### src/logic/nebula_pkg.sv
/* Shared address map, bus widths and enums for the user-area subsystem.
   Referenced by scoped name from the RTL, the interface and the bench. */
package nebula_pkg;

    // Wishbone widths
    localparam int WB_AW = 32;
    localparam int WB_DW = 32;
    localparam int WB_SW = 4;

    localparam int GPIO_W = 38;   // Caravel pads
    localparam int LA_W   = 128;  // Logic analyzer lines

    // Top address byte of the user area
    localparam logic [7:0] USER_BASE = 8'h30;

    // Target slave, picked by adr[17:16] inside the user area
    typedef enum logic [2:0] {
        PERIPH_SRAM = 3'd0,
        PERIPH_GPIO = 3'd1,
        PERIPH_LA   = 3'd2,
        PERIPH_TEAM = 3'd3,
        PERIPH_NONE = 3'd4
    } periph_e;

    typedef enum logic [1:0] {
        DEC_IDLE,
        DEC_ACCESS,
        DEC_DONE
    } dec_state_e;

    localparam logic [WB_DW-1:0] UNMAPPED_DATA = '0;  // Read value off the map

endpackage

### src/logic/wb_periph_if.sv
`timescale 1ns/1ps
/* Slave-side Wishbone link, one instance per peripheral.
   The decoder holds the manager end, the slave the peripheral end. */
interface wb_periph_if;

    logic                         cyc;
    logic                         stb;
    logic                         we;
    logic [nebula_pkg::WB_AW-1:0] adr;
    logic [nebula_pkg::WB_DW-1:0] dat_w;
    logic [nebula_pkg::WB_SW-1:0] sel;
    logic                         ack;    // Single-cycle, registered in the slave
    logic [nebula_pkg::WB_DW-1:0] dat_r;  // Valid with ack

    modport manager (
        output cyc, stb, we, adr, dat_w, sel,
        input  ack, dat_r
    );

    modport peripheral (
        input  cyc, stb, we, adr, dat_w, sel,
        output ack, dat_r
    );

endinterface

### src/logic/sample_team_proj.sv
`timescale 1ns/1ps
/* Sample team design with pattern, output-enable and LA-mask registers.
   Offset 12 reads back the upper pads as seen on io_in. */
module sample_team_proj (
    input  logic                          wb_clk_i,
    input  logic                          reset_i,
    wb_periph_if.peripheral               bus,
    input  logic [nebula_pkg::LA_W-1:0]   la_data_in_i,
    input  logic [nebula_pkg::GPIO_W-1:0] gpio_in_i,
    output logic [nebula_pkg::LA_W-1:0]   la_data_out_o,
    output logic [nebula_pkg::GPIO_W-1:0] gpio_out_o,
    output logic [nebula_pkg::GPIO_W-1:0] gpio_oeb_o
);
    logic [nebula_pkg::WB_DW-1:0] pattern_q;
    logic [nebula_pkg::WB_DW-1:0] oeb_q;
    logic [nebula_pkg::WB_DW-1:0] la_mask_q;
    logic                         access;

    assign access = bus.cyc && bus.stb && !bus.ack;

    // Pads 5:0 stay inputs
    assign gpio_out_o    = {pattern_q, 6'b0};
    assign gpio_oeb_o    = {oeb_q, 6'h3f};
    assign la_data_out_o = la_data_in_i ^ {4{la_mask_q}};

    always_ff @(posedge wb_clk_i) begin
        if (reset_i) begin
            bus.ack   <= 1'b0;
            pattern_q <= '0;
            oeb_q     <= '1;
            la_mask_q <= '0;
        end else begin
            bus.ack <= access;
            if (access && bus.we) begin
                case (bus.adr[3:2])
                    2'd0: pattern_q <= bus.dat_w;
                    2'd1: oeb_q     <= bus.dat_w;
                    2'd2: la_mask_q <= bus.dat_w;
                    default: ;  // Input sample is read-only
                endcase
            end
        end
    end

    always_ff @(posedge wb_clk_i) begin
        if (access) begin
            case (bus.adr[3:2])
                2'd0: bus.dat_r <= pattern_q;
                2'd1: bus.dat_r <= oeb_q;
                2'd2: bus.dat_r <= la_mask_q;
                default: bus.dat_r <= gpio_in_i[37:6];
            endcase
        end
    end

endmodule

### src/flat_wrapper.sv
// flat-port wrapper written by rule: the top's interface ports become plain ports
module sample_team_proj_flat 
  (wb_clk_i, reset_i, la_data_in_i, gpio_in_i, la_data_out_o, gpio_out_o, gpio_oeb_o, bus_cyc, bus_stb, bus_we, bus_adr, bus_dat_w, bus_sel, bus_ack, bus_dat_r);
  wb_periph_if bus_i ();
  input  logic wb_clk_i;
  input  logic reset_i;
  input  logic [nebula_pkg::LA_W-1:0] la_data_in_i;
  input  logic [nebula_pkg::GPIO_W-1:0] gpio_in_i;
  output logic [nebula_pkg::LA_W-1:0] la_data_out_o;
  output logic [nebula_pkg::GPIO_W-1:0] gpio_out_o;
  output logic [nebula_pkg::GPIO_W-1:0] gpio_oeb_o;
  input wire logic [$bits(bus_i.cyc)-1:0] bus_cyc;
  input wire logic [$bits(bus_i.stb)-1:0] bus_stb;
  input wire logic [$bits(bus_i.we)-1:0] bus_we;
  input wire logic [$bits(bus_i.adr)-1:0] bus_adr;
  input wire logic [$bits(bus_i.dat_w)-1:0] bus_dat_w;
  input wire logic [$bits(bus_i.sel)-1:0] bus_sel;
  output wire logic [$bits(bus_i.ack)-1:0] bus_ack;
  output wire logic [$bits(bus_i.dat_r)-1:0] bus_dat_r;
  assign bus_i.cyc = bus_cyc;
  assign bus_i.stb = bus_stb;
  assign bus_i.we = bus_we;
  assign bus_i.adr = bus_adr;
  assign bus_i.dat_w = bus_dat_w;
  assign bus_i.sel = bus_sel;
  assign bus_ack = bus_i.ack;
  assign bus_dat_r = bus_i.dat_r;
  sample_team_proj u_core (.wb_clk_i(wb_clk_i), .reset_i(reset_i), .bus(bus_i), .la_data_in_i(la_data_in_i), .gpio_in_i(gpio_in_i), .la_data_out_o(la_data_out_o), .gpio_out_o(gpio_out_o), .gpio_oeb_o(gpio_oeb_o));
endmodule
### config.mk
export PLATFORM = sky130hd
export DESIGN_NAME = sample_team_proj_flat
export DESIGN_NICKNAME = d
export VERILOG_FILES = /design/src/logic/nebula_pkg.sv /design/src/logic/wb_periph_if.sv /design/src/logic/sample_team_proj.sv /design/src/flat_wrapper.sv
export SDC_FILE = /design/constraint.sdc
export NUM_CORES = 1
export LEC_CHECK = 0
export ABC_AREA = 1
export BUFFER_PORTS_ARGS = -buffer_cell sky130_fd_sc_hd__buf_2
export CORE_AREA = 2 2 186 188
export DETAILED_ROUTE_END_ITERATION = 10
export DIE_AREA = 0 0 188 190
export PLACE_DENSITY = 0.55
export SYNTH_ARGS = -nofsm -noshare
export SYNTH_HDL_FRONTEND = slang
export SYNTH_SLANG_ARGS = --single-unit
### constraint.sdc
create_clock -name wb_clk_i -period 2.6 [get_ports wb_clk_i]
set_input_delay 0.65 -clock wb_clk_i [delete_from_list [all_inputs] [get_ports wb_clk_i]]
set_output_delay 0.65 -clock wb_clk_i [all_outputs]
set_load 0.03 [all_outputs]
## Yosys cells after proc, flatten, opt, wreduce, memory -nomap -nowiden

Cells that the tools add are included.

| operators by class | value |
|---|---|
| equal/unequal tests | 2 |
| bitwise logic cells | 1 |
| mux-type cells | 1 |
| reduce and logical (&&, ||, !) cells | 8 |

Operator list:

| kind | count |
|---|---|
| $xor A128 B128 Y128 | 1 |
| $pmux W32 S3 | 1 |
| $reduce_and A2 Y1 | 3 |
| $logic_and A1 B1 Y1 | 3 |
| $eq A2 B1 Y1 const B | 1 |
| $eq A2 B2 Y1 const B | 1 |
| $logic_not A2 Y1 | 1 |
| $logic_not A1 Y1 | 1 |

| word-level totals | value |
|---|---|
| logic and storage cells | 17 |
| flip-flop bits (word level) | 129 |
| output and inout bits | 237 |
| input port bits | 239 |

## Logic depth before layout (Yosys ltp)

| logic depth | value |
|---|---|
| word-level depth | 4 |
| mapped depth | 7 |
| depth with buffers taken out | 6 |

## Least setup slack after synthesis

No wires, ideal clock.

| timing | value |
|---|---|
| kind | input port to output port |
| start | input port la_data_in_i[0] (netlist bit) |
| end | output port la_data_out_o[0] (netlist bit) |
| setup slack | 0.818 ns |
| cell stages on the path | 1 |
| data arrival time | 1.132 ns |
| buffers on the path | 0 |
| required time | 1.950 ns |
| path through | xor2_1 |

| between the ends | value |
|---|---|
| cells in the longest elaborated chain, start to end | 1 |

RTL lines:

| element | line | text |
|---|---|---|
| start, declared | flat_wrapper.sv:7 | `input logic [nebula_pkg::LA_W-1:0] la_data_in_i;` |
| $xor A128 B128 Y128 | sample_team_proj.sv:24 | `assign la_data_out_o = la_data_in_i ^ {4{la_mask_q}};` |
| end, declared | flat_wrapper.sv:9 | `output logic [nebula_pkg::LA_W-1:0] la_data_out_o;` |

Every way passes these cells.

## Worst setup path in the final report

| timing | value |
|---|---|
| start | register u_core.la_mask_q[21] (netlist bit) |
| end | output port la_data_out_o[117] (netlist bit) |

| between the ends | value |
|---|---|
| cells in the longest elaborated chain, start to end | 1 |

RTL lines:

| element | line | text |
|---|---|---|
| start, declared | sample_team_proj.sv:16 | `logic [nebula_pkg::WB_DW-1:0] la_mask_q;` |
| start signal, assigned | sample_team_proj.sv:38 | `2'd2: la_mask_q <= bus.dat_w;` |
| $xor A128 B128 Y128 | sample_team_proj.sv:24 |  |

Every way passes these cells.

==> flow_summary.yaml <==
global_route:
  antenna_found_initial: 1
  grt_pass1_wl_um: 38700
  grtUsageTotal_pct: 13.8
  grt_pass1_vias: 6834
  overflow: 0
  grt_max_degree: 97
setup_path:
  worst-path-max-fanout: 6
  startpoint_type: "flip-flop"
  end_kind: "primary output"
  cp_top_family: "flip-flops"
  slowest_stage: "dfxtp_1"
  slowest_delay_ns: 0.48
  crit_arrival_ns: 1.42
  path_cells: "xor2_1, buf_2"
  cp.buffers_inverters: 1
  reg2reg_slack_ns: 1.17
  worstSetupPathType: "flip-flop to primary output"
  required_ns: 1.95
clock_network:
  worstSkewPairLatency_ns: 0.41
  clock-sinks: 129
  clockBufferDepth: 2
  h-tree-depth: 4
  path_clk_slew_ns: 0.06
  cts_tree: "done"
  cts_setup_buffers: 0
  root_buffer: "clkbuf_16"
  cts.repair.resized: 0
  numCtsBuffers: 17
  hold_buffers: 0
logic_synthesis:
  synthSimpleGateAreaFrac_pct: 33.3
  synth_top_family_by_area: "simple AND/OR/NAND/NOR gates"
  synthXorXnorAreaFrac_pct: 15.8
  seq_area_frac_synth_pct: 40.9
  postSynthCellCount: 929
  synth_compound_area_share_pct: 0
  synth_seq_cells: 129
  yosysTopAreaCellShare_pct: 27.4
  yosys-mux-area-fraction_pct: 0
  yosysWarningCount: 0
  syn-cell-area_mm2: 0.00710
  synth.distinct_cells: 20
  avgSynthCellArea_um2: 7.64
  synth_area_leaders: "dfxtp_1, xor2_1, edfxtp_1"
  yosysTopAreaCell: "dfxtp_1"
  synth_fa_ha_area_share_pct: 0
layout:
  antenna_cells: 0
  multi_input_area_mm2: 0.00355
  drive_gt1_share_pct: 37.0
  fillCellCount: 3674
  final_cell_area_mm2: 0.0102
  fin_nets: 1530
  final_cell_count_no_fill: 1758
  regArea_mm2: 0.00290
  synthToLayoutAreaGrowth_pct: 43.6
timing:
  finalCritPeriodShare_pct: 79.6
  fin_crit_ns: 2.07
  finalMaxSlewViolations: 0
  setup-violations-final: 0
  tightest_slew_ns: 0.728
  max_freq_mhz: 483
  max_slew_margin_pct: 51.4
  rsz0062_at_grt: "false"
  finalSetupTns_ns: 0
  hold_violations: 0
  fin_skew_ns: 0.00991
pwr:
  leakagePower_nw: 5.20
  power_density_mw_per_mm2: 605
  ir_drop_uv: 390
die:
  die_area_mm2: 0.0357
  top_level_ports: 476
  die_h_um: 190
  core_mm2: 0.0339
  fp-row-count: 68
  die_w_um: 188
  start_util_pct: 20.9
place:
  placed_cell_area_mm2: 0.00953
  port_buffers: 423
  dp_hpwl_um: 18500
  dp_cells: 1727
  gp_congestion: 0.734
route:
  via_per_inst: 4.27
  drt-wirelength-per-cell_um: 14.6
  ant_nets: 0
  top_layer_used: "met5"
  num_vias: 7507
  first_pass_iters: 4
  met3_length_um: 1720
  drt_iter0_markers: 296
  drc: 0
  wl_met2_um: 12900
  wirelength_um: 25700
  drt-met1-wl_um: 10700
worst_hold_path:
  hold_class: "primary input to flip-flop"
run:
  cap_violations: 0
run_status:
  outcome: "complete, no violations"
## worst register-to-register path, stage by stage, from the launching register on
cell and delay [ns]:
dfxtp_1 0.37, nor2_4 0.19, buf_12 0.20, buf_12 0.25, nand4_1 0.18, nand2_1 0.10
nor2_1 0.05
## cell usage after synthesis, drive strengths merged
cell and instances:
nand2 226, nor2 134, nand4 129, xor2 128, dfxtp 97, buf 67
clkbuf 41, inv 38, nand3 33, edfxtp 32, conb 2, clkinv 1
nor3 1
## cell families (layout without fill, tap and decap cells)
kind of cell	after synthesis	in the layout
AND/OR/NAND/NOR	523	523
buffers and inverters	147	511
flip-flops	129	129
XOR/XNOR	128	128
other	2	12
## sequential cells by signal, summed over array words and instances (netlist names)
signal            count
u_core.bus.ack        1
u_core.pattern_q     32
u_core.la_mask_q     32
u_core.oeb_q         32
u_core.bus.dat_r     32
## final timing paths
kind | startpoint | end | depth (start not counted)
max reg2reg | u_core.bus.ack | u_core.la_mask_q[4] | 6
min reg2reg | u_core.oeb_q[12] | u_core.oeb_q[12] | 2
max | u_core.la_mask_q[21] | la_data_out_o[117] | 2
min | reset_i | u_core.bus.ack | 2
## final cells by class
cell class,instances,area share [%]
clock buffer,18,4.21
clock inverter,13,2.31
inverter,39,1.45
multi-input combinational,663,34.8
sequential,129,28.5
tap,455,5.59
timing repair buffer,441,23.1
## metal layers
metal / vias up / track usage, %
met2: 314 / 24.4
met4: 2 / 3.82
li1: 3695 / -
met3: 26 / 3.15
met1: 3470 / 16.8
met5: - / 0
## per-stage QoR
stage	hold slack, ns	setup WS [ns]	power, mW	utilization (%)
3_5_place_dp	0.468	0.668	3.44	28.1
6_report	0.437	0.530	6.16	30.0
5_1_grt	0.416	0.435	6.42	30.0
4_1_cts	0.403	0.464	6.27	30.0
3_3_place_gp	0.465	0.664	3.43	28.1
2_1_floorplan	0.602	0.818	2.98	-
## power breakdown
part / internal, mW / total (mW) / switching, mW
combinational: 0.381 / 1.22 / 0.834
sequential: 2.12 / 2.17 / 0.0491
clock: 1.80 / 2.77 / 0.971
total: 4.31 / 6.16 / 1.85
## placed cells by master, fill, tap and decap left out, types with 3 or more instances in the layout
cell	instances
clkinv_4	3
dfxtp_1	97
clkbuf_16	17
xor2_1	128
edfxtp_1	32
nor2_4	6
buf_12	8
buf_4	11
nand4_1	128
nor2_1	128
buf_2	422
nand3_1	32
inv_1	36
conb_1	12
nand2_1	226
bufinv_16	6
Note: power is estimated with default switching activity, not from simulation.
