<file path="src/logic/nebula_pkg.sv">
/* Shared address map, bus widths and enums for the user-area subsystem.
   Referenced by scoped name from the RTL, the interface and the bench. */
package nebula_pkg;

    // Wishbone widths
    localparam int WB_AW = 32;
    localparam int WB_DW = 32;
    localparam int WB_SW = 4;

    localparam int GPIO_W = 38;   // Caravel pads
    localparam int LA_W   = 128;  // Logic analyzer lines

    // Top address byte of the user area
    localparam logic [7:0] USER_BASE = 8'h30;

    // Target slave, picked by adr[17:16] inside the user area
    typedef enum logic [2:0] {
        PERIPH_SRAM = 3'd0,
        PERIPH_GPIO = 3'd1,
        PERIPH_LA   = 3'd2,
        PERIPH_TEAM = 3'd3,
        PERIPH_NONE = 3'd4
    } periph_e;

    typedef enum logic [1:0] {
        DEC_IDLE,
        DEC_ACCESS,
        DEC_DONE
    } dec_state_e;

    localparam logic [WB_DW-1:0] UNMAPPED_DATA = '0;  // Read value off the map

endpackage

</file>
<file path="src/logic/wb_periph_if.sv">
`timescale 1ns/1ps
/* Slave-side Wishbone link, one instance per peripheral.
   The decoder holds the manager end, the slave the peripheral end. */
interface wb_periph_if;

    logic                         cyc;
    logic                         stb;
    logic                         we;
    logic [nebula_pkg::WB_AW-1:0] adr;
    logic [nebula_pkg::WB_DW-1:0] dat_w;
    logic [nebula_pkg::WB_SW-1:0] sel;
    logic                         ack;    // Single-cycle, registered in the slave
    logic [nebula_pkg::WB_DW-1:0] dat_r;  // Valid with ack

    modport manager (
        output cyc, stb, we, adr, dat_w, sel,
        input  ack, dat_r
    );

    modport peripheral (
        input  cyc, stb, we, adr, dat_w, sel,
        output ack, dat_r
    );

endinterface

</file>
<file path="src/logic/la_control.sv">
`timescale 1ns/1ps
/* Team-select register that routes one team's logic-analyzer outputs out. */
module la_control #(
    parameter int NUM_TEAMS = 1
) (
    input  logic                                       wb_clk_i,
    input  logic                                       reset_i,
    wb_periph_if.peripheral                            bus,
    input  logic [nebula_pkg::LA_W*(NUM_TEAMS+1)-1:0]  designs_la_data_out_flat_i,
    output logic [nebula_pkg::LA_W-1:0]                la_data_out_o
);
    logic [nebula_pkg::WB_DW-1:0] team_sel_q;
    logic [nebula_pkg::WB_DW-1:0] team_idx;
    logic                         access;
    logic                         reg_hit;

    assign access   = bus.cyc && bus.stb && !bus.ack;
    assign reg_hit  = (bus.adr[3:2] == 2'b00);
    assign team_idx = (team_sel_q <= NUM_TEAMS) ? team_sel_q : '0;  // Same fallback as GPIO

    always_ff @(posedge wb_clk_i) begin
        if (reset_i) begin
            bus.ack       <= 1'b0;
            team_sel_q    <= '0;
            la_data_out_o <= '0;
        end else begin
            bus.ack <= access;
            if (access && bus.we && reg_hit)
                team_sel_q <= bus.dat_w;
            la_data_out_o <= designs_la_data_out_flat_i[team_idx*nebula_pkg::LA_W +: nebula_pkg::LA_W];
        end
    end

    always_ff @(posedge wb_clk_i) begin
        if (access)
            bus.dat_r <= reg_hit ? team_sel_q : '0;
    end

endmodule

</file>
<file path="src/flat_wrapper.sv">
// flat-port wrapper written by rule: the top's interface ports become plain ports
module la_control_flat 
#(
    parameter int NUM_TEAMS = 1
)
  (wb_clk_i, reset_i, designs_la_data_out_flat_i, la_data_out_o, bus_cyc, bus_stb, bus_we, bus_adr, bus_dat_w, bus_sel, bus_ack, bus_dat_r);
  wb_periph_if bus_i ();
  input  logic wb_clk_i;
  input  logic reset_i;
  input  logic [nebula_pkg::LA_W*(NUM_TEAMS+1)-1:0] designs_la_data_out_flat_i;
  output logic [nebula_pkg::LA_W-1:0] la_data_out_o;
  input wire logic [$bits(bus_i.cyc)-1:0] bus_cyc;
  input wire logic [$bits(bus_i.stb)-1:0] bus_stb;
  input wire logic [$bits(bus_i.we)-1:0] bus_we;
  input wire logic [$bits(bus_i.adr)-1:0] bus_adr;
  input wire logic [$bits(bus_i.dat_w)-1:0] bus_dat_w;
  input wire logic [$bits(bus_i.sel)-1:0] bus_sel;
  output wire logic [$bits(bus_i.ack)-1:0] bus_ack;
  output wire logic [$bits(bus_i.dat_r)-1:0] bus_dat_r;
  assign bus_i.cyc = bus_cyc;
  assign bus_i.stb = bus_stb;
  assign bus_i.we = bus_we;
  assign bus_i.adr = bus_adr;
  assign bus_i.dat_w = bus_dat_w;
  assign bus_i.sel = bus_sel;
  assign bus_ack = bus_i.ack;
  assign bus_dat_r = bus_i.dat_r;
  la_control #(.NUM_TEAMS(NUM_TEAMS)) u_core (.wb_clk_i(wb_clk_i), .reset_i(reset_i), .bus(bus_i), .designs_la_data_out_flat_i(designs_la_data_out_flat_i), .la_data_out_o(la_data_out_o));
endmodule
</file>
<file path="config.mk">
export PLATFORM = sky130hd
export DESIGN_NAME = la_control_flat
export DESIGN_NICKNAME = d
export VERILOG_FILES = /design/src/logic/nebula_pkg.sv /design/src/logic/wb_periph_if.sv /design/src/logic/la_control.sv /design/src/flat_wrapper.sv
export SDC_FILE = /design/constraint.sdc
export NUM_CORES = 1
export LEC_CHECK = 0
export ABC_CLOCK_PERIOD_IN_PS = 2690
export BUFFER_PORTS_ARGS = -buffer_cell sky130_fd_sc_hd__buf_2
export CELL_PAD_IN_SITES_DETAIL_PLACEMENT = 1
export CELL_PAD_IN_SITES_GLOBAL_PLACEMENT = 1
export CORE_AREA = 2 2 192 194
export CTS_CLUSTER_DIAMETER = 30
export DETAILED_ROUTE_END_ITERATION = 10
export DIE_AREA = 0 0 194 196
export PLACE_DENSITY_LB_ADDON = 0.1
export SYNTH_ARGS = -nofsm -noshare
export SYNTH_HDL_FRONTEND = slang
export SYNTH_SLANG_ARGS = --single-unit
</file>
<file path="constraint.sdc">
create_clock -name wb_clk_i -period 2.69 [get_ports wb_clk_i]
set_input_delay 0.1345 -clock wb_clk_i [delete_from_list [all_inputs] [get_ports wb_clk_i]]
set_output_delay 0.1345 -clock wb_clk_i [all_outputs]
set_load 0.1 [all_outputs]
</file>
* Yosys cells after proc, flatten, opt, wreduce, memory -nomap -nowiden
Index checks and enable logic that the tools add are counted.
Word-level totals: RAM bits 0, bits in read-only memories 0, output and inout bits 161, flip-flop bits (word level) 193, memories 0, input port bits 329, bits in latches 0, word-level logic and storage cells 13
Operators by class: divide/modulo/power cells 0, reduce and logical (&&, ||, !) cells 6, bitwise logic cells 0, muxes and demuxes 1, multiply operators 0, add/subtract/negate cells 0, shifts and indexed selects 1, equality and inequality tests 0, magnitude comparators 1
Operators with widths (count):
- 256-bit by 33-bit indexed part select with 128-bit output | 1
- 32-bit by 1-bit less-or-equal comparator with 1-bit output, second input constant | 1
- 25-bit 2-to-1 mux | 1
- 1-bit logical AND | 4
- 2-bit logical NOT | 1
- 1-bit logical NOT | 1

* Logic depth before layout (Yosys ltp)
Gate-level depths: netlist (run 1).
depth in word-level cells 4, depth in mapped cells 6, gate-level depth less buffers 4

* Worst setup path before layout (run 1)
Ideal clock, no wire load.
kind reg2reg, start reg u_core.bus.ack, end reg u_core.team_sel_q[0] (netlist bit), required time 2.620 ns, stages on the path, launching flop included 7, arrival 2.470 ns, slack 0.150 ns, path buffers 2, library setup time 0.070 ns, cells stage by stage dfxtp_1 > and3b_1 > and3_1 > clkbuf_1 > buf_2 > nand2_1 > a21oi_1
On the way: word-level cells in the longest chain between the ends 4
RTL lines:
- start: declaration | RTL line wb_periph_if.sv:22 | output ack, dat_r
- start signal: assignment | RTL line la_control.sv:27 | bus.ack <= access;
- 1-bit logical NOT | RTL line la_control.sv:17 | assign access = bus.cyc && bus.stb && !bus.ack;
- 1-bit logical AND | RTL line la_control.sv:17
- named net u_core.access | RTL line la_control.sv:14 | logic access;
- 1-bit logical AND (2 in a row) | RTL line la_control.sv:28 | if (access && bus.we && reg_hit)
- end signal: assignment | RTL line la_control.sv:29 | team_sel_q <= bus.dat_w;
- end: declaration | RTL line la_control.sv:12 | logic [nebula_pkg::WB_DW-1:0] team_sel_q;
The timed path passes the listed nets, and every way through them passes these cells. A chain may end at the register's enable or synchronous reset.

* Worst setup path in the final report (run 1)
start reg u_core.team_sel_q[21] (netlist bit), end reg u_core.la_data_out_o[29] (netlist bit)
On the way: word-level cells in the longest chain between the ends 3
RTL lines:
- 32-bit by 1-bit less-or-equal comparator with 1-bit output | RTL line la_control.sv:19 | assign team_idx = (team_sel_q <= NUM_TEAMS) ? team_sel_q : '0;
- 25-bit 2-to-1 mux (*) | RTL line la_control.sv:19
- 256-bit by 33-bit indexed part select with 128-bit output (*) | RTL line la_control.sv:30 | la_data_out_o <= designs_la_data_out_flat_i[team_idx*nebula_pkg::LA_W +: nebula_pkg::LA_W];
- end signal: assignment | RTL line la_control.sv:30
- end: declaration | RTL line la_control.sv:10 | output logic [nebula_pkg::LA_W-1:0] la_data_out_o
Every way passes the cells marked *; elsewhere a longest branch is shown, timed or not.

==> impl_metrics.tcl, run 1 <==
set metrics [dict create \
    synth_area_mm2 0.00823 \
    ios 490 \
    endpoint_kind "flip-flop" \
    clk_path_buf_depth 2 \
    maxCapViolations 0 \
    area.growth.synth_to_final_pct 74.3 \
    postPlaceCellArea_mm2 0.0108 \
    setup_viol 0 \
    synth.avg_cell_area_um2 10.6 \
    routedWlPerCell_um 16.0 \
    synth_edf_count 32 \
    syn_nets 1106 \
    grt_pass1_wl_mm 48.2 \
    power.switching_mw 2.61 \
    netlist_top_cells_count "nand2b_1 (256), dfxtp_1 (161), mux2i_1 (128)" \
    p_leak_nw 6.32 \
    synth-seq-cells 193 \
    yosysWarnings 0 \
    cts_tree "yes" \
    drc_errors 0 \
    grt_start_max_net_pins 106 \
    max_freq_mhz 402 \
    place.port_buffers 455 \
    cts_buffers 17 \
    htreeDepth 4 \
    worstSetupStartpointType "flip-flop" \
    vdd_ir_drop_max_uv 422 \
    whs_ns 0.0366 \
    clock-sinks 193 \
    yosys-top-cells-area "dfxtp_1 (39%), nand2b_1 (19%), mux2i_1 (16%)" \
    pwr-share-clk 0.338 \
    first_pass_iters 4 \
    fp.dieArea_mm2 0.0380 \
    hp-class "primary input to flip-flop" \
    core-area_mm2 0.0361 \
    drt-total-wl_mm 31.6 \
    antenna_found_initial 5 \
    switching_share 0.341 \
    drive_above_1_share 0.337 \
    ys_types 22 \
    cts-root-buf "clkbuf_16" \
    skew_ns 0.0140 \
    seqPwrFrac 0.405 \
    crit_type "flip-flop to flip-flop" \
    initial_core_util 0.228 \
    cts.clk_slew.worst_paths_ns 0.08 \
    dp_hpwl_mm 21.6 \
    outcome "complete, no violations" \
    synthArstFlopShare 0 \
    hold_viol_final 0 \
    yosysTopAreaCell "dfxtp_1" \
    period_share 0.926 \
    clk_latency_ns 0.45 \
    die_w_um 194 \
    overflow 0 \
    slew_violations 0 \
    fin_nets 1826 \
    rows 70 \
    rsz0062_at_grt "no" \
    globalplace.congestion 0.757 \
    power.density_mw_per_mm2 533 \
    postRouteAntennaNets 0 \
    cp.required_ns 3.08 \
    fin_setup_tns_ns 0 \
    final_area_mm2 0.0143 \
    synth_cells 777 \
    tightest_slew_ns 0.562 \
    relSlewSlack 0.625 \
    drtIter0Drc 186 \
    cp_max_fo 19 \
    synth_most_common_cell "nand2b_1" \
    grt_usage 0.163 \
    cp.arrival_ns 2.88 \
    fin_crit_ns 2.49 \
    via_per_inst 4.03 \
    p_comb_frac 0.258 \
    synth_flop_cell "dfxtp_1" \
    num_vias 7988 \
    ys_seq_area_frac 0.508 \
    die_h_um 196 \
    synth_top_area_share 0.392 \
    grt_pass1_vias 8784 \
    p_int_mw 5.04 \
]
-- path summary, 6_finish.rpt --
| path | from | endpoint | slack (ns) | cells after the start |
|---|---|---|---|---|
| hold / removal | designs_la_data_out_flat_i[9] | u_core.la_data_out_o[9]$_SDFF_PP0_ | 0.04 | 3 |
| setup / recovery | u_core.team_sel_q[21]$_SDFFE_PP0P_ | u_core.la_data_out_o[29]$_SDFF_PP0_ | 0.20 | 7 |
| hold reg to reg | u_core.team_sel_q[0]$_SDFFE_PP0P_ | u_core.team_sel_q[0]$_SDFFE_PP0P_ | 0.47 | 2 |
| setup reg to reg | u_core.team_sel_q[21]$_SDFFE_PP0P_ | u_core.la_data_out_o[29]$_SDFF_PP0_ | 0.20 | 7 |
-- flip-flops by register name (all words and copies together), names as in the netlist --
name                  cells
u_core.team_sel_q        32
u_core.bus.dat_r         32
u_core.la_data_out_o    128
u_core.bus.ack            1
-- layout by cell type (no fill, tap or decap), types with 6 or more instances in the layout --
cell type,instances
nand2_1,64
edfxtp_1,32
a21oi_1,32
and2_1,31
dlygate4sd3_1,287
buf_2,454
clkbuf_16,18
buf_4,8
dfxtp_1,161
mux2i_1,128
nand2b_1,256
buf_12,6
-- metrics by stage --
step / cells / power, mW / utilization / worst slack (ns)
6_report: 1982 / 7.65 / 0.398 / 0.199
5_1_grt: 1980 / 8.01 / 0.397 / 0.0145
4_1_cts: 1976 / 7.78 / 0.396 / 0.0201
3_5_place_dp: 1657 / 4.80 / 0.300 / 0.540
3_3_place_gp: 1657 / 4.79 / 0.300 / 0.561
2_1_floorplan: 777 / 4.37 / - / 0.150
-- layout make-up --
type	instances	area (um^2)
multi-input cells	528	3630
flip-flops and latches	193	4180
diodes	4	10.0
well taps	468	586
fillers	4194	21700
clock buffers	18	429
clock inverters	14	148
repair buffers	757	5360
-- worst max-delay path, cell delays in order, from the launching register on --
cell           delay, ns
dfxtp_1             0.33
nor4_2              0.37
nand4_1             0.21
nor2_4              0.25
buf_12              0.23
buf_4               0.19
mux2i_1             0.25
dlygate4sd3_1       0.58
-- timing repair --
item,4_1_cts,5_1_grt
buffers inserted,0,1
hold endpoints to repair,160,0
endpoints found under the setup margin,0,34
resized for setup,0,2
hold buffers,287,0
-- metal layers --
layer | up-vias | share of wire | track usage
li1 | 3971 | - | -
met1 | 3728 | 0.39 | 0.178
met2 | 254 | 0.52 | 0.297
met3 | 33 | 0.065 | 0.0514
met4 | 2 | 0.020 | 0.0572
met5 | - | 0.00041 | 0
-- cell families after synthesis --
family	Yosys count	share of synthesized area
flops	193	0.508
compound gates	32	0.0195
buf+inv	56	0.0529
simple gates	368	0.264
mux	128	0.156
-- power by group through the flow --
stage          clock network, mW  logic [mW]  registers, mW
2_1_floorplan                  0       0.279           4.09
3_3_place_gp                   0        1.63           3.16
3_5_place_dp                   0        1.64           3.16
4_1_cts                     2.70        1.97           3.10
5_1_grt                     2.83        2.08           3.11
6_report                    2.58        1.97           3.10
(Power assumes the default switching activity.)
==> run 2, diff against run 1 <==
ABC_AREA = 1   (was not set)
ABC_CLOCK_PERIOD_IN_PS = 2200   (was 2690)
BUFFER_PORTS_ARGS = not set   (was -buffer_cell sky130_fd_sc_hd__buf_2)
CORE_AREA = 2 2 189 191   (was 2 2 192 194)
DIE_AREA = 0 0 191 193   (was 0 0 194 196)
DONT_BUFFER_PORTS = 1   (was not set)
clock period = 2.2 ns   (was 2.69 ns; I/O delays follow)
==> impl_metrics.tcl, run 2 <==
set metrics [dict create \
    cp_cell_sequence "nor2_1 > nand2_1 > nor2_1 > nand2_1 > nor2_4 > clkbuf_16 > a21oi_1 > nor2_1 > dlygate4sd3_1" \
    netlist_top_cells_count "nor2_1 (180), dfxtp_1 (161), a21oi_1 (160), inv_1 (160), nand2_1 (139)" \
    crit_type "flip-flop to flip-flop" \
    grt_use_met3 0.0563 \
    p_leak_nw 5.90 \
    drtIter0Drc 200 \
    cts_tree "yes" \
    worstSetupStartpointType "flip-flop" \
    largest_reg_flops 128 \
    grt_use_met1 0.191 \
    grt_usage 0.170 \
    max_freq_mhz 504 \
    cts-root-buf "clkbuf_16" \
    clk_latency_ns 0.44 \
    crit_buf_inv 2 \
    ff2ff_path_depth 9 \
    core-area_mm2 0.0350 \
    maxCapViolations 0 \
    num_vias 8403 \
    cp.arrival_ns 2.37 \
    vdd_ir_drop_max_uv 530 \
    first_pass_iters 4 \
    setup_viol 0 \
    synth_most_common_cell "nor2_1" \
    largest_register "u_core.la_data_out_o" \
    ys_seq_area_frac 0.512 \
    globalplace.congestion 0.729 \
    met2_usage 0.301 \
    fin_crit_ns 1.98 \
    cts_buffers 17 \
    setup_slack_ns 0.216 \
    fin_nets 1792 \
    place.port_buffers 0 \
    antenna_found_initial 1 \
    yosys-top-cells-area "dfxtp_1 (39%), edfxtp_1 (12%), a21oi_1 (9.8%)" \
    tightest_slew_ns 0.956 \
    synth.avg_cell_area_um2 7.55 \
    hp-start "designs_la_data_out_flat_i[41]" \
    yosysTopAreaCell "dfxtp_1" \
    hold_end "u_core.la_data_out_o[41]$_SDFF_PP0_" \
    synth_top_area_share 0.395 \
    busiest_layer "met2" \
    slew_violations 0 \
    relSlewSlack 0.362 \
    postPlaceCellArea_mm2 0.00947 \
    fp.dieArea_mm2 0.0369 \
    outcome "complete, no violations" \
    synthArstFlopShare 0 \
    synth_edf_count 32 \
    hold_viol_final 0 \
    diodes 0 \
    r2r_start "u_core.team_sel_q[18]$_SDFFE_PP0P_" \
    grt_start_max_net_pins 91 \
    drive_above_1_share 0.131 \
    postRouteAntennaNets 0 \
    cp_max_fo 23 \
    drt-total-wl_mm 33.3 \
    rows 69 \
    die_h_um 193 \
    syn_nets 1410 \
    dp_hpwl_mm 21.9 \
    ys_types 21 \
    via_per_inst 4.34 \
    endpoint_kind "flip-flop" \
    synth-seq-cells 193 \
    cp_common_cell "nor2_1" \
    drc_errors 0 \
    final_common_cell "dlygate4sd3_1" \
    final_area_mm2 0.0130 \
    clock-sinks 193 \
    layout_common_cells "dlygate4sd3_1 (290), nor2_1 (178), inv_1 (160), a21oi_1 (160), dfxtp_1 (160)" \
    synth_flop_cell "dfxtp_1" \
    synth_cells 1081 \
    timing.rr.end "u_core.la_data_out_o[12]$_SDFF_PP0_" \
    rsz0062_at_grt "no" \
    period_share 0.902 \
    cp.required_ns 2.58 \
    clk_path_buf_depth 2 \
    routedWlPerCell_um 17.2 \
    ios 490 \
    initial_core_util 0.234 \
    overflow 0 \
    yosysWarnings 0 \
    synth_area_mm2 0.00817 \
    die_w_um 191 \
    cts.clk_slew.worst_paths_ns 0.08 \
    hp-class "primary input to flip-flop" \
    power.density_mw_per_mm2 760 \
    reg_top3 "u_core.la_data_out_o: 128 flops, u_core.bus.dat_r: 32 flops, u_core.team_sel_q: 32 flops" \
    fin_setup_tns_ns 0 \
    htreeDepth 4 \
    total_power_mw 9.88 \
    crit_slowest_cell "dlygate4sd3_1" \
    regToRegSetupSlack_ns 0.22 \
    area.growth.synth_to_final_pct 59.3 \
    skew_ns 0.0117 \
    holdPathStages 3 \
    critPathMaxStageDelay_ns 0.54 \
    dp_slack_ns 0.335 \
    critPathTopFamily "buffers and inverters" \
    grt_pass1_wl_mm 48.0 \
    grt_pass1_vias 8598 \
]
## run 2: cell count changes in the layout (fill, tap and decap cells not counted), sizes merged, moves of 127 or more
cell	before	now
nand2b	256	0
inv	6	166
nor2	2	181
mux2i	128	0
a21oi	32	160
buf	469	156
nand3	1	128
## run 2: worst max-delay path by stage
| stage | from | endpoint | slack [ns] | cells after the start |
|---|---|---|---|---|
| floorplan | u_core.bus.ack$_SDFF_PP0_ | u_core.team_sel_q[0]$_SDFFE_PP0P_ | 0.11 | 5 |
| global placement | u_core.team_sel_q[7]$_SDFFE_PP0P_ | u_core.la_data_out_o[107]$_SDFF_PP0_ | 0.35 | 10 |
| detailed placement | u_core.team_sel_q[7]$_SDFFE_PP0P_ | u_core.la_data_out_o[107]$_SDFF_PP0_ | 0.33 | 10 |
| CTS | u_core.team_sel_q[7]$_SDFFE_PP0P_ | u_core.la_data_out_o[12]$_SDFF_PP0_ | 0.05 | 9 |
| global route | u_core.team_sel_q[22]$_SDFFE_PP0P_ | u_core.la_data_out_o[12]$_SDFF_PP0_ | 0.03 | 10 |
| finish | u_core.team_sel_q[18]$_SDFFE_PP0P_ | u_core.la_data_out_o[12]$_SDFF_PP0_ | 0.22 | 9 |
## run 2: through the flow
stage	hold WS, ns	utilization	std cells
floorplan	0.187	-	1081
global placement	0.191	0.271	1609
detailed placement	0.193	0.271	1609
CTS	0.306	0.370	1931
global route	0.335	0.372	1937
finish	0.345	0.372	1937
## run 2: cell families after synthesis
group	after synthesis	synth area share
AO/OA/AOI/OAI	192	0.118
buffers and inverters	245	0.140
AND/OR/NAND/NOR	451	0.230
flip-flops	193	0.512
## run 2: area by class of cell
type                    count  area (um^2)
fillers                  4164        22000
repair buffers            447         4210
flip-flops and latches    193         4190
multi-input cells         643         2850
inverters                 161          607
well taps                 461          577
clock buffers              18          439
clock inverters            14          128
## run 2: metal layers
| metal | share of wire | routed length [um] |
|---|---|---|
| met4 | 0.018 | 605 |
| met2 | 0.51 | 16900 |
| met3 | 0.076 | 2530 |
| met1 | 0.40 | 13300 |
| met5 | 0.00039 | 13 |
## run 2: power by group
group | leakage [nW] | switching, mW | internal (mW)
clock | 0.267 | 1.49 | 1.61
sequential | 1.65 | 0.220 | 3.75
combinational | 3.99 | 1.96 | 0.848
total | 5.90 | 3.67 | 6.21
## run 2: worst min-delay path, stage by stage
cell           delay, ns
dlygate4sd3_1       0.52
a21oi_1             0.04
nor2_1              0.08
## run 2: what timing repair did
item / in CTS / in global routing
hold buffers: 290 / 0
setup buffers: 0 / 4
endpoints found under the setup margin: 0 / 2
endpoints found under the hold margin: 161 / 0
resized for setup: 0 / 5
