**src/logic/nebula_pkg.sv**
```systemverilog
/* Shared address map, bus widths and enums for the user-area subsystem.
   Referenced by scoped name from the RTL, the interface and the bench. */
package nebula_pkg;

    // Wishbone widths
    localparam int WB_AW = 32;
    localparam int WB_DW = 32;
    localparam int WB_SW = 4;

    localparam int GPIO_W = 38;   // Caravel pads
    localparam int LA_W   = 128;  // Logic analyzer lines

    // Top address byte of the user area
    localparam logic [7:0] USER_BASE = 8'h30;

    // Target slave, picked by adr[17:16] inside the user area
    typedef enum logic [2:0] {
        PERIPH_SRAM = 3'd0,
        PERIPH_GPIO = 3'd1,
        PERIPH_LA   = 3'd2,
        PERIPH_TEAM = 3'd3,
        PERIPH_NONE = 3'd4
    } periph_e;

    typedef enum logic [1:0] {
        DEC_IDLE,
        DEC_ACCESS,
        DEC_DONE
    } dec_state_e;

    localparam logic [WB_DW-1:0] UNMAPPED_DATA = '0;  // Read value off the map

endpackage

```
**src/logic/wb_periph_if.sv**
```systemverilog
`timescale 1ns/1ps
/* Slave-side Wishbone link, one instance per peripheral.
   The decoder holds the manager end, the slave the peripheral end. */
interface wb_periph_if;

    logic                         cyc;
    logic                         stb;
    logic                         we;
    logic [nebula_pkg::WB_AW-1:0] adr;
    logic [nebula_pkg::WB_DW-1:0] dat_w;
    logic [nebula_pkg::WB_SW-1:0] sel;
    logic                         ack;    // Single-cycle, registered in the slave
    logic [nebula_pkg::WB_DW-1:0] dat_r;  // Valid with ack

    modport manager (
        output cyc, stb, we, adr, dat_w, sel,
        input  ack, dat_r
    );

    modport peripheral (
        input  cyc, stb, we, adr, dat_w, sel,
        output ack, dat_r
    );

endinterface

```
**src/logic/wishbone_decoder.sv**
```systemverilog
`timescale 1ns/1ps
/* Latches one classic Wishbone request from the SoC, replays it to the addressed
   slave and returns that slave's data; unmapped addresses are acked locally. */
module wishbone_decoder (
    input  logic                         wb_clk_i,
    input  logic                         reset_i,
    input  logic                         wbs_cyc_i,
    input  logic                         wbs_stb_i,
    input  logic                         wbs_we_i,
    input  logic [nebula_pkg::WB_SW-1:0] wbs_sel_i,
    input  logic [nebula_pkg::WB_AW-1:0] wbs_adr_i,
    input  logic [nebula_pkg::WB_DW-1:0] wbs_dat_i,
    output logic                         wbs_ack_o,
    output logic [nebula_pkg::WB_DW-1:0] wbs_dat_o,
    wb_periph_if.manager                 sram_bus,
    wb_periph_if.manager                 gpio_bus,
    wb_periph_if.manager                 la_bus,
    wb_periph_if.manager                 team_bus
);
    nebula_pkg::dec_state_e       state_q;
    nebula_pkg::periph_e          target_q;
    logic [nebula_pkg::WB_AW-1:0] adr_q;
    logic [nebula_pkg::WB_DW-1:0] dat_q;
    logic [nebula_pkg::WB_SW-1:0] sel_q;
    logic                         we_q;
    logic                         none_ack_q;  // Stand-in slave ack when off the map
    logic                         access;
    logic                         request;
    logic                         slave_ack;
    logic [nebula_pkg::WB_DW-1:0] slave_dat;

    function automatic nebula_pkg::periph_e decode(input logic [nebula_pkg::WB_AW-1:0] adr);
        if (adr[nebula_pkg::WB_AW-1 -: 8] != nebula_pkg::USER_BASE)
            return nebula_pkg::PERIPH_NONE;
        return nebula_pkg::periph_e'({1'b0, adr[17:16]});
    endfunction

    assign request   = (state_q == nebula_pkg::DEC_IDLE) && wbs_cyc_i && wbs_stb_i;
    assign access    = (state_q == nebula_pkg::DEC_ACCESS);
    assign wbs_ack_o = (state_q == nebula_pkg::DEC_DONE);  // One cycle only

    // Only the addressed slave sees cyc/stb
    assign sram_bus.cyc = access && (target_q == nebula_pkg::PERIPH_SRAM);
    assign sram_bus.stb = access && (target_q == nebula_pkg::PERIPH_SRAM);
    assign gpio_bus.cyc = access && (target_q == nebula_pkg::PERIPH_GPIO);
    assign gpio_bus.stb = access && (target_q == nebula_pkg::PERIPH_GPIO);
    assign la_bus.cyc   = access && (target_q == nebula_pkg::PERIPH_LA);
    assign la_bus.stb   = access && (target_q == nebula_pkg::PERIPH_LA);
    assign team_bus.cyc = access && (target_q == nebula_pkg::PERIPH_TEAM);
    assign team_bus.stb = access && (target_q == nebula_pkg::PERIPH_TEAM);

    // Payload is shared, qualified by stb
    assign sram_bus.we    = we_q;
    assign sram_bus.adr   = adr_q;
    assign sram_bus.dat_w = dat_q;
    assign sram_bus.sel   = sel_q;
    assign gpio_bus.we    = we_q;
    assign gpio_bus.adr   = adr_q;
    assign gpio_bus.dat_w = dat_q;
    assign gpio_bus.sel   = sel_q;
    assign la_bus.we      = we_q;
    assign la_bus.adr     = adr_q;
    assign la_bus.dat_w   = dat_q;
    assign la_bus.sel     = sel_q;
    assign team_bus.we    = we_q;
    assign team_bus.adr   = adr_q;
    assign team_bus.dat_w = dat_q;
    assign team_bus.sel   = sel_q;

    always_comb begin
        case (target_q)
            nebula_pkg::PERIPH_SRAM: begin
                slave_ack = sram_bus.ack;
                slave_dat = sram_bus.dat_r;
            end
            nebula_pkg::PERIPH_GPIO: begin
                slave_ack = gpio_bus.ack;
                slave_dat = gpio_bus.dat_r;
            end
            nebula_pkg::PERIPH_LA: begin
                slave_ack = la_bus.ack;
                slave_dat = la_bus.dat_r;
            end
            nebula_pkg::PERIPH_TEAM: begin
                slave_ack = team_bus.ack;
                slave_dat = team_bus.dat_r;
            end
            default: begin
                slave_ack = none_ack_q;
                slave_dat = nebula_pkg::UNMAPPED_DATA;
            end
        endcase
    end

    always_ff @(posedge wb_clk_i) begin
        if (reset_i) begin
            state_q    <= nebula_pkg::DEC_IDLE;
            target_q   <= nebula_pkg::PERIPH_NONE;
            none_ack_q <= 1'b0;
        end else begin
            none_ack_q <= 1'b0;
            case (state_q)
                nebula_pkg::DEC_IDLE: begin
                    if (request) begin
                        target_q <= decode(wbs_adr_i);
                        state_q  <= nebula_pkg::DEC_ACCESS;
                    end
                end
                nebula_pkg::DEC_ACCESS: begin
                    // Mimic a slave answering one cycle after its strobe
                    none_ack_q <= (target_q == nebula_pkg::PERIPH_NONE) && !none_ack_q;
                    if (slave_ack)
                        state_q <= nebula_pkg::DEC_DONE;
                end
                default: state_q <= nebula_pkg::DEC_IDLE;
            endcase
        end
    end

    always_ff @(posedge wb_clk_i) begin
        if (request) begin
            adr_q <= wbs_adr_i;
            dat_q <= wbs_dat_i;
            sel_q <= wbs_sel_i;
            we_q  <= wbs_we_i;
        end
        if (access && slave_ack)
            wbs_dat_o <= slave_dat;  // Held through the ack cycle
    end

endmodule

```
**src/flat_wrapper.sv**
```systemverilog
// flat-port wrapper written by rule: the top's interface ports become plain ports
module wishbone_decoder_flat 
  (wb_clk_i, reset_i, wbs_cyc_i, wbs_stb_i, wbs_we_i, wbs_sel_i, wbs_adr_i, wbs_dat_i, wbs_ack_o, wbs_dat_o, sram_bus_cyc, sram_bus_stb, sram_bus_we, sram_bus_adr, sram_bus_dat_w, sram_bus_sel, sram_bus_ack, sram_bus_dat_r, gpio_bus_cyc, gpio_bus_stb, gpio_bus_we, gpio_bus_adr, gpio_bus_dat_w, gpio_bus_sel, gpio_bus_ack, gpio_bus_dat_r, la_bus_cyc, la_bus_stb, la_bus_we, la_bus_adr, la_bus_dat_w, la_bus_sel, la_bus_ack, la_bus_dat_r, team_bus_cyc, team_bus_stb, team_bus_we, team_bus_adr, team_bus_dat_w, team_bus_sel, team_bus_ack, team_bus_dat_r);
  wb_periph_if sram_bus_i ();
  wb_periph_if gpio_bus_i ();
  wb_periph_if la_bus_i ();
  wb_periph_if team_bus_i ();
  input  logic wb_clk_i;
  input  logic reset_i;
  input  logic wbs_cyc_i;
  input  logic wbs_stb_i;
  input  logic wbs_we_i;
  input  logic [nebula_pkg::WB_SW-1:0] wbs_sel_i;
  input  logic [nebula_pkg::WB_AW-1:0] wbs_adr_i;
  input  logic [nebula_pkg::WB_DW-1:0] wbs_dat_i;
  output logic wbs_ack_o;
  output logic [nebula_pkg::WB_DW-1:0] wbs_dat_o;
  output wire logic [$bits(sram_bus_i.cyc)-1:0] sram_bus_cyc;
  output wire logic [$bits(sram_bus_i.stb)-1:0] sram_bus_stb;
  output wire logic [$bits(sram_bus_i.we)-1:0] sram_bus_we;
  output wire logic [$bits(sram_bus_i.adr)-1:0] sram_bus_adr;
  output wire logic [$bits(sram_bus_i.dat_w)-1:0] sram_bus_dat_w;
  output wire logic [$bits(sram_bus_i.sel)-1:0] sram_bus_sel;
  input wire logic [$bits(sram_bus_i.ack)-1:0] sram_bus_ack;
  input wire logic [$bits(sram_bus_i.dat_r)-1:0] sram_bus_dat_r;
  output wire logic [$bits(gpio_bus_i.cyc)-1:0] gpio_bus_cyc;
  output wire logic [$bits(gpio_bus_i.stb)-1:0] gpio_bus_stb;
  output wire logic [$bits(gpio_bus_i.we)-1:0] gpio_bus_we;
  output wire logic [$bits(gpio_bus_i.adr)-1:0] gpio_bus_adr;
  output wire logic [$bits(gpio_bus_i.dat_w)-1:0] gpio_bus_dat_w;
  output wire logic [$bits(gpio_bus_i.sel)-1:0] gpio_bus_sel;
  input wire logic [$bits(gpio_bus_i.ack)-1:0] gpio_bus_ack;
  input wire logic [$bits(gpio_bus_i.dat_r)-1:0] gpio_bus_dat_r;
  output wire logic [$bits(la_bus_i.cyc)-1:0] la_bus_cyc;
  output wire logic [$bits(la_bus_i.stb)-1:0] la_bus_stb;
  output wire logic [$bits(la_bus_i.we)-1:0] la_bus_we;
  output wire logic [$bits(la_bus_i.adr)-1:0] la_bus_adr;
  output wire logic [$bits(la_bus_i.dat_w)-1:0] la_bus_dat_w;
  output wire logic [$bits(la_bus_i.sel)-1:0] la_bus_sel;
  input wire logic [$bits(la_bus_i.ack)-1:0] la_bus_ack;
  input wire logic [$bits(la_bus_i.dat_r)-1:0] la_bus_dat_r;
  output wire logic [$bits(team_bus_i.cyc)-1:0] team_bus_cyc;
  output wire logic [$bits(team_bus_i.stb)-1:0] team_bus_stb;
  output wire logic [$bits(team_bus_i.we)-1:0] team_bus_we;
  output wire logic [$bits(team_bus_i.adr)-1:0] team_bus_adr;
  output wire logic [$bits(team_bus_i.dat_w)-1:0] team_bus_dat_w;
  output wire logic [$bits(team_bus_i.sel)-1:0] team_bus_sel;
  input wire logic [$bits(team_bus_i.ack)-1:0] team_bus_ack;
  input wire logic [$bits(team_bus_i.dat_r)-1:0] team_bus_dat_r;
  assign sram_bus_cyc = sram_bus_i.cyc;
  assign sram_bus_stb = sram_bus_i.stb;
  assign sram_bus_we = sram_bus_i.we;
  assign sram_bus_adr = sram_bus_i.adr;
  assign sram_bus_dat_w = sram_bus_i.dat_w;
  assign sram_bus_sel = sram_bus_i.sel;
  assign sram_bus_i.ack = sram_bus_ack;
  assign sram_bus_i.dat_r = sram_bus_dat_r;
  assign gpio_bus_cyc = gpio_bus_i.cyc;
  assign gpio_bus_stb = gpio_bus_i.stb;
  assign gpio_bus_we = gpio_bus_i.we;
  assign gpio_bus_adr = gpio_bus_i.adr;
  assign gpio_bus_dat_w = gpio_bus_i.dat_w;
  assign gpio_bus_sel = gpio_bus_i.sel;
  assign gpio_bus_i.ack = gpio_bus_ack;
  assign gpio_bus_i.dat_r = gpio_bus_dat_r;
  assign la_bus_cyc = la_bus_i.cyc;
  assign la_bus_stb = la_bus_i.stb;
  assign la_bus_we = la_bus_i.we;
  assign la_bus_adr = la_bus_i.adr;
  assign la_bus_dat_w = la_bus_i.dat_w;
  assign la_bus_sel = la_bus_i.sel;
  assign la_bus_i.ack = la_bus_ack;
  assign la_bus_i.dat_r = la_bus_dat_r;
  assign team_bus_cyc = team_bus_i.cyc;
  assign team_bus_stb = team_bus_i.stb;
  assign team_bus_we = team_bus_i.we;
  assign team_bus_adr = team_bus_i.adr;
  assign team_bus_dat_w = team_bus_i.dat_w;
  assign team_bus_sel = team_bus_i.sel;
  assign team_bus_i.ack = team_bus_ack;
  assign team_bus_i.dat_r = team_bus_dat_r;
  wishbone_decoder u_core (.wb_clk_i(wb_clk_i), .reset_i(reset_i), .wbs_cyc_i(wbs_cyc_i), .wbs_stb_i(wbs_stb_i), .wbs_we_i(wbs_we_i), .wbs_sel_i(wbs_sel_i), .wbs_adr_i(wbs_adr_i), .wbs_dat_i(wbs_dat_i), .wbs_ack_o(wbs_ack_o), .wbs_dat_o(wbs_dat_o), .sram_bus(sram_bus_i), .gpio_bus(gpio_bus_i), .la_bus(la_bus_i), .team_bus(team_bus_i));
endmodule
```
**config.mk**
```make
export PLATFORM = sky130hd
export DESIGN_NAME = wishbone_decoder_flat
export DESIGN_NICKNAME = d
export VERILOG_FILES = /design/src/logic/nebula_pkg.sv /design/src/logic/wb_periph_if.sv /design/src/logic/wishbone_decoder.sv /design/src/flat_wrapper.sv
export SDC_FILE = /design/constraint.sdc
export NUM_CORES = 1
export LEC_CHECK = 0
export ABC_AREA = 1
export BUFFER_PORTS_ARGS = -buffer_cell sky130_fd_sc_hd__buf_2
export CORE_AREA = 2 2 202 204
export DETAILED_ROUTE_END_ITERATION = 8
export DIE_AREA = 0 0 204 206
export PLACE_DENSITY_LB_ADDON = 0.05
export SETUP_SLACK_MARGIN = 0.05
export SLEW_MARGIN = 20
export SYNTH_ARGS = -nofsm -noshare
export SYNTH_HDL_FRONTEND = slang
export SYNTH_SLANG_ARGS = --single-unit
```
**constraint.sdc**
```tcl
create_clock -name wb_clk_i -period 4.2 [get_ports wb_clk_i]
set_clock_uncertainty 0.15 [all_clocks]
set_input_delay 0.84 -clock wb_clk_i [delete_from_list [all_inputs] [get_ports wb_clk_i]]
set_output_delay 0.84 -clock wb_clk_i [all_outputs]
set_load 0.03 [all_outputs]
```
# [Word level (Yosys, flattened, before mapping)]
# Cells that the tools add are included.
[word_totals] regBits=107 output_inout_bits=317 elab_cells=43
[classes] n_eq_ne=9 n_mux=11 n_bitwise=1 n_reduce_logical=14
[op_table] operator="32-bit one-hot mux with 4 select lines" count=1
[op_table] operator="1-bit logical AND" count=8
[op_table] operator="8-bit by 6-bit != test with 1-bit output, second input constant" count=1
[op_table] operator="3-bit by 2-bit equality test with 1-bit output, second input constant" count=2
[op_table] operator="3-bit 2-to-1 mux" count=2
[op_table] operator="1-bit 2-to-1 mux" count=4
[op_table] operator="2-bit 2-to-1 mux" count=2
[op_table] operator="1-bit one-hot mux with 4 select lines" count=1
[op_table] operator="2-bit one-hot mux with 2 select lines" count=1
[op_table] operator="2-bit AND reduction" count=2
[op_table] operator="3-bit by 1-bit equality test with 1-bit output, second input constant" count=1
[op_table] operator="3-bit equality test, second input constant" count=1
[op_table] operator="3-bit logical NOT" count=1
[op_table] operator="2-bit by 1-bit equality test with 1-bit output, second input constant" count=1
[op_table] operator="2-bit equality test, second input constant" count=1
[op_table] operator="2-bit logical NOT" count=1
[op_table] operator="2-bit by 1-bit != test with 1-bit output, second input constant" count=1
[op_table] operator="2-bit != test, second input constant" count=1
[op_table] operator="2-bit OR reduction" count=1
[op_table] operator="1-bit logical NOT" count=1
[op_table] operator="1-bit NOT" count=1

# [Depth between registers and ports, before layout]
[logic_depth] ltp_word=7 mapped_depth=9 ltp_nobuf=8

# [Worst setup path before layout]
# Ideal clock, no wire load.
[synth_timing] path_kind="register to output" start="reg u_core.target_q[1]" end="out la_bus_stb" t_arrival_ps=2117 t_required_ps=3210 path_slack_ps=1093 stages_incl_launch_ff=6 cell_sequence="dfxtp_1 inv_1 buf_2 buf_1 nor4_1 buf_4"
[synth_via] elab_chain_len=2
[synth_rtl] element="start: declaration" line_no="wishbone_decoder.sv:21" rtl="nebula_pkg::periph_e target_q;"
[synth_rtl] element="start signal: assignment" line_no="wishbone_decoder.sv:98" rtl="target_q <= nebula_pkg::PERIPH_NONE;"
[synth_rtl] element="start signal: assignment" line_no="wishbone_decoder.sv:105" rtl="target_q <= decode(wbs_adr_i);"
[synth_rtl] element="3-bit by 2-bit equality test with 1-bit output"
[synth_rtl] element="1-bit logical AND"
[synth_rtl] element="end: declaration" line_no="flat_wrapper.sv:35" rtl="output wire logic [$bits(la_bus_i.stb)-1:0] la_bus_stb;"
# Every way passes these cells.

# [Final worst setup path]
[layout_timing] start="reg u_core.target_q[1]" end="out la_bus_cyc"
[layout_via] elab_chain_len=2
[layout_rtl] element="3-bit by 2-bit equality test with 1-bit output" line_no="wishbone_decoder.sv:47" rtl="assign la_bus.cyc = access && (target_q == nebula_pkg::PERIPH_LA);"
[layout_rtl] element="1-bit logical AND" line_no="wishbone_decoder.sv:47"
[layout_rtl] element="end: declaration" line_no="flat_wrapper.sv:34" rtl="output wire logic [$bits(la_bus_i.cyc)-1:0] la_bus_cyc;"
# Every way passes these cells.

==> results.json <==
{
  "clock_sinks": 107,
  "cts_buffers": 9,
  "synth-seq-area-share_pct": 52.4,
  "synth_cell_types": 18,
  "grt-ovfl-total": 0,
  "end_kind": "output port",
  "layout-drive-gt1-share_pct": 63.3,
  "synthCells": 560,
  "clkLatencyLatePin_ps": 370,
  "wire_per_inst_um": 17.8,
  "hpwlAfterDp_um": 20100,
  "regArea_um2": 3160,
  "clk_pin_slew_ps": 70,
  "slowest_stage": "dfxtp_2",
  "cts_resized": 0,
  "post-route-period-util_pct": 72.9,
  "critical-path-top-delay-family": "flip-flops",
  "grt_max_degree": 52,
  "yosysTopAreaCellShare_pct": 50.4,
  "cts.path.max_buffers": 2,
  "cp_slowest_stage_delay_ps": 640,
  "cp_max_fo": 20,
  "final_common_cell": "buf_2",
  "max_freq_mhz": 326,
  "hold_buffers": 0,
  "p_leak_uw": 0.00367,
  "final_cell_mix": "521 x buf_2, 101 x edfxtp_1, 71 x nand3_1, 41 x inv_1, 34 x nand4_1",
  "final.min_clock_period_ps": 3060,
  "die_area_um2": 42000,
  "powerDensity_nw_per_um2": 342,
  "worst_hold_slack_ps": 353,
  "grt_antenna_before_repair": 7,
  "die_y_um": 206,
  "gr-usage-all-layers_pct": 11.4,
  "via_count": 5042,
  "nFillCells": 4520,
  "post-cts-setup-buffer-count": 0,
  "peakVddDrop_mv": 0.210,
  "initial_core_util_pct": 15.0,
  "drv_slew": 0,
  "cp_cell_sequence": "inv_2, nor4_1, buf_2",
  "worstMarginPinSlew_ps": 695,
  "final.setup.tns_ps": 0,
  "multi_input_area_um2": 1000,
  "path_class": "flop to output port",
  "drtPass1Iterations": 4,
  "grt_pass1_wl_um": 33900,
  "port_buffers": 521,
  "core_um2": 40200,
  "area_growth_pct": 32.2,
  "die_x_um": 204,
  "yosysTopAreaCell": "edfxtp_1",
  "grt_pass1_vias": 4894,
  "rsz0062_at_grt": "no",
  "cp.required_ps": 3210,
  "synth_seq_cells": 107,
  "finalSetupViolCount": 0,
  "critical_path_arrival_ps": 2070,
  "drv_cap": 0,
  "routed_via_density": 3.60,
  "syn_area_um2": 6020,
  "synthesis.nets": 765,
  "ys_warn_count": 0,
  "maxSlewHeadroom_pct": 53.6,
  "outcome": "finished clean",
  "hold_viol": 0,
  "rows": 74,
  "drc": 0,
  "final_nets": 1066,
  "cts-root-buf": "clkbuf_16",
  "drt_iter0_drc": 209,
  "startpoint_type": "flop",
  "final_antenna_net_count": 0,
  "routed_wl_um": 24800,
  "tritoncts": "built",
  "syn_area_per_cell_um2": 10.7,
  "routabilityCongestion": 0.762,
  "io_pins": 522,
  "h-tree-depth": 3,
  "synthTopCellsByArea": "edfxtp_1 50%, buf_4 26%, nand3_1 5.9%, o2111ai_1 4.7%, nand4_1 3.5%",
  "crit_buf_inv": 2,
  "hold_path_class": "flop to flop"
}
-- through the flow --
stage | area, um^2 | std cells | setup slack, ps | power, uW | utilization [%]
final | 7960 | 1399 | 1140 | 2720 | 19.8
after global routing | 7960 | 1399 | 975 | 2870 | 19.8
after CTS | 7950 | 1398 | 1040 | 2800 | 19.8
after detailed placement | 7660 | 1382 | 1280 | 1860 | 19.1
after global placement | 7660 | 1382 | 1290 | 1870 | 19.1
after floorplan | 6020 | 560 | 1090 | 1720 | -
-- synthesized netlist by cell type --
library cell and count:
a21oi_1 2, buf_1 6, buf_2 11, buf_4 212, clkbuf_1 10, clkbuf_2 1
dfxtp_1 6, edfxtp_1 101, inv_1 43, nand2_1 12, nand3_1 71, nand4_1 34
nor2_1 13, nor2_2 1, nor4_1 3, o2111ai_1 32, o211ai_1 1, or2_1 1
-- area by class of cell --
class                           instances  share of cell area [%]
Clock inverter                          2                   0.472
Antenna cell                            1                  0.0315
Clock buffer                           14                    3.19
Tap cell                              532                    8.37
Sequential cell                       107                    39.7
Multi-Input combinational cell        170                    12.6
Timing Repair Buffer                  530                    33.6
Inverter                               43                    2.04
-- state kept, by name, indices dropped and copies added, names as in the netlist --
signal                 cells
u_core.gpio_bus.dat_w     32
u_core.gpio_bus.we         1
u_core.target_q            3
u_core.wbs_dat_o          32
u_core.gpio_bus.adr       32
u_core.gpio_bus.sel        4
u_core.state_q             2
u_core.none_ack_q          1
-- layer usage --
layer / GRT usage, % / vias up / wire length [um]
met2: 20.2 / 339 / 12800
met3: 4.78 / 28 / 2470
met5: 0 / - / 60
li1: - / 2362 / -
met4: 3.49 / 10 / 350
met1: 12.4 / 2303 / 9210
-- power breakdown --
part / internal [uW] / switching (uW) / leakage [uW] / total [uW]
Clock: 482 / 416 / 0.000137 / 898
Sequential: 1220 / 37.1 / 0.000990 / 1250
Combinational: 167 / 401 / 0.00254 / 568
Total: 1870 / 854 / 0.00367 / 2720
-- cells by family (layout without fill, tap and decap cells) --
family	count (synthesis)	after routing	share of synthesized area [%]
buffers and inverters	283	589	31.1
and+or+nand+nor	135	135	11.5
DFF	107	107	52.4
AOI/OAI and AO/OA	35	35	4.95
other	0	1	0
-- worst register-to-register path, stage by stage (launching register included) --
cell     delay (ps)
dfxtp_2         470
inv_2           320
nand3_1         150
nor2_1          110
nor2_1           50
nand2_1          50
nand2_1         110
nor2_4          560
buf_4           370
-- worst paths after layout --
kind                       from                   end  slack [ps]  cells past startpoint
max          u_core.target_q[1]            la_bus_cyc        1140                      3
min           u_core.none_ack_q     u_core.none_ack_q         350                      2
min reg2reg   u_core.none_ack_q     u_core.none_ack_q         350                      2
max reg2reg  u_core.target_q[1]  u_core.wbs_dat_o[25]        1580                      8
(Power assumes the default switching activity.)
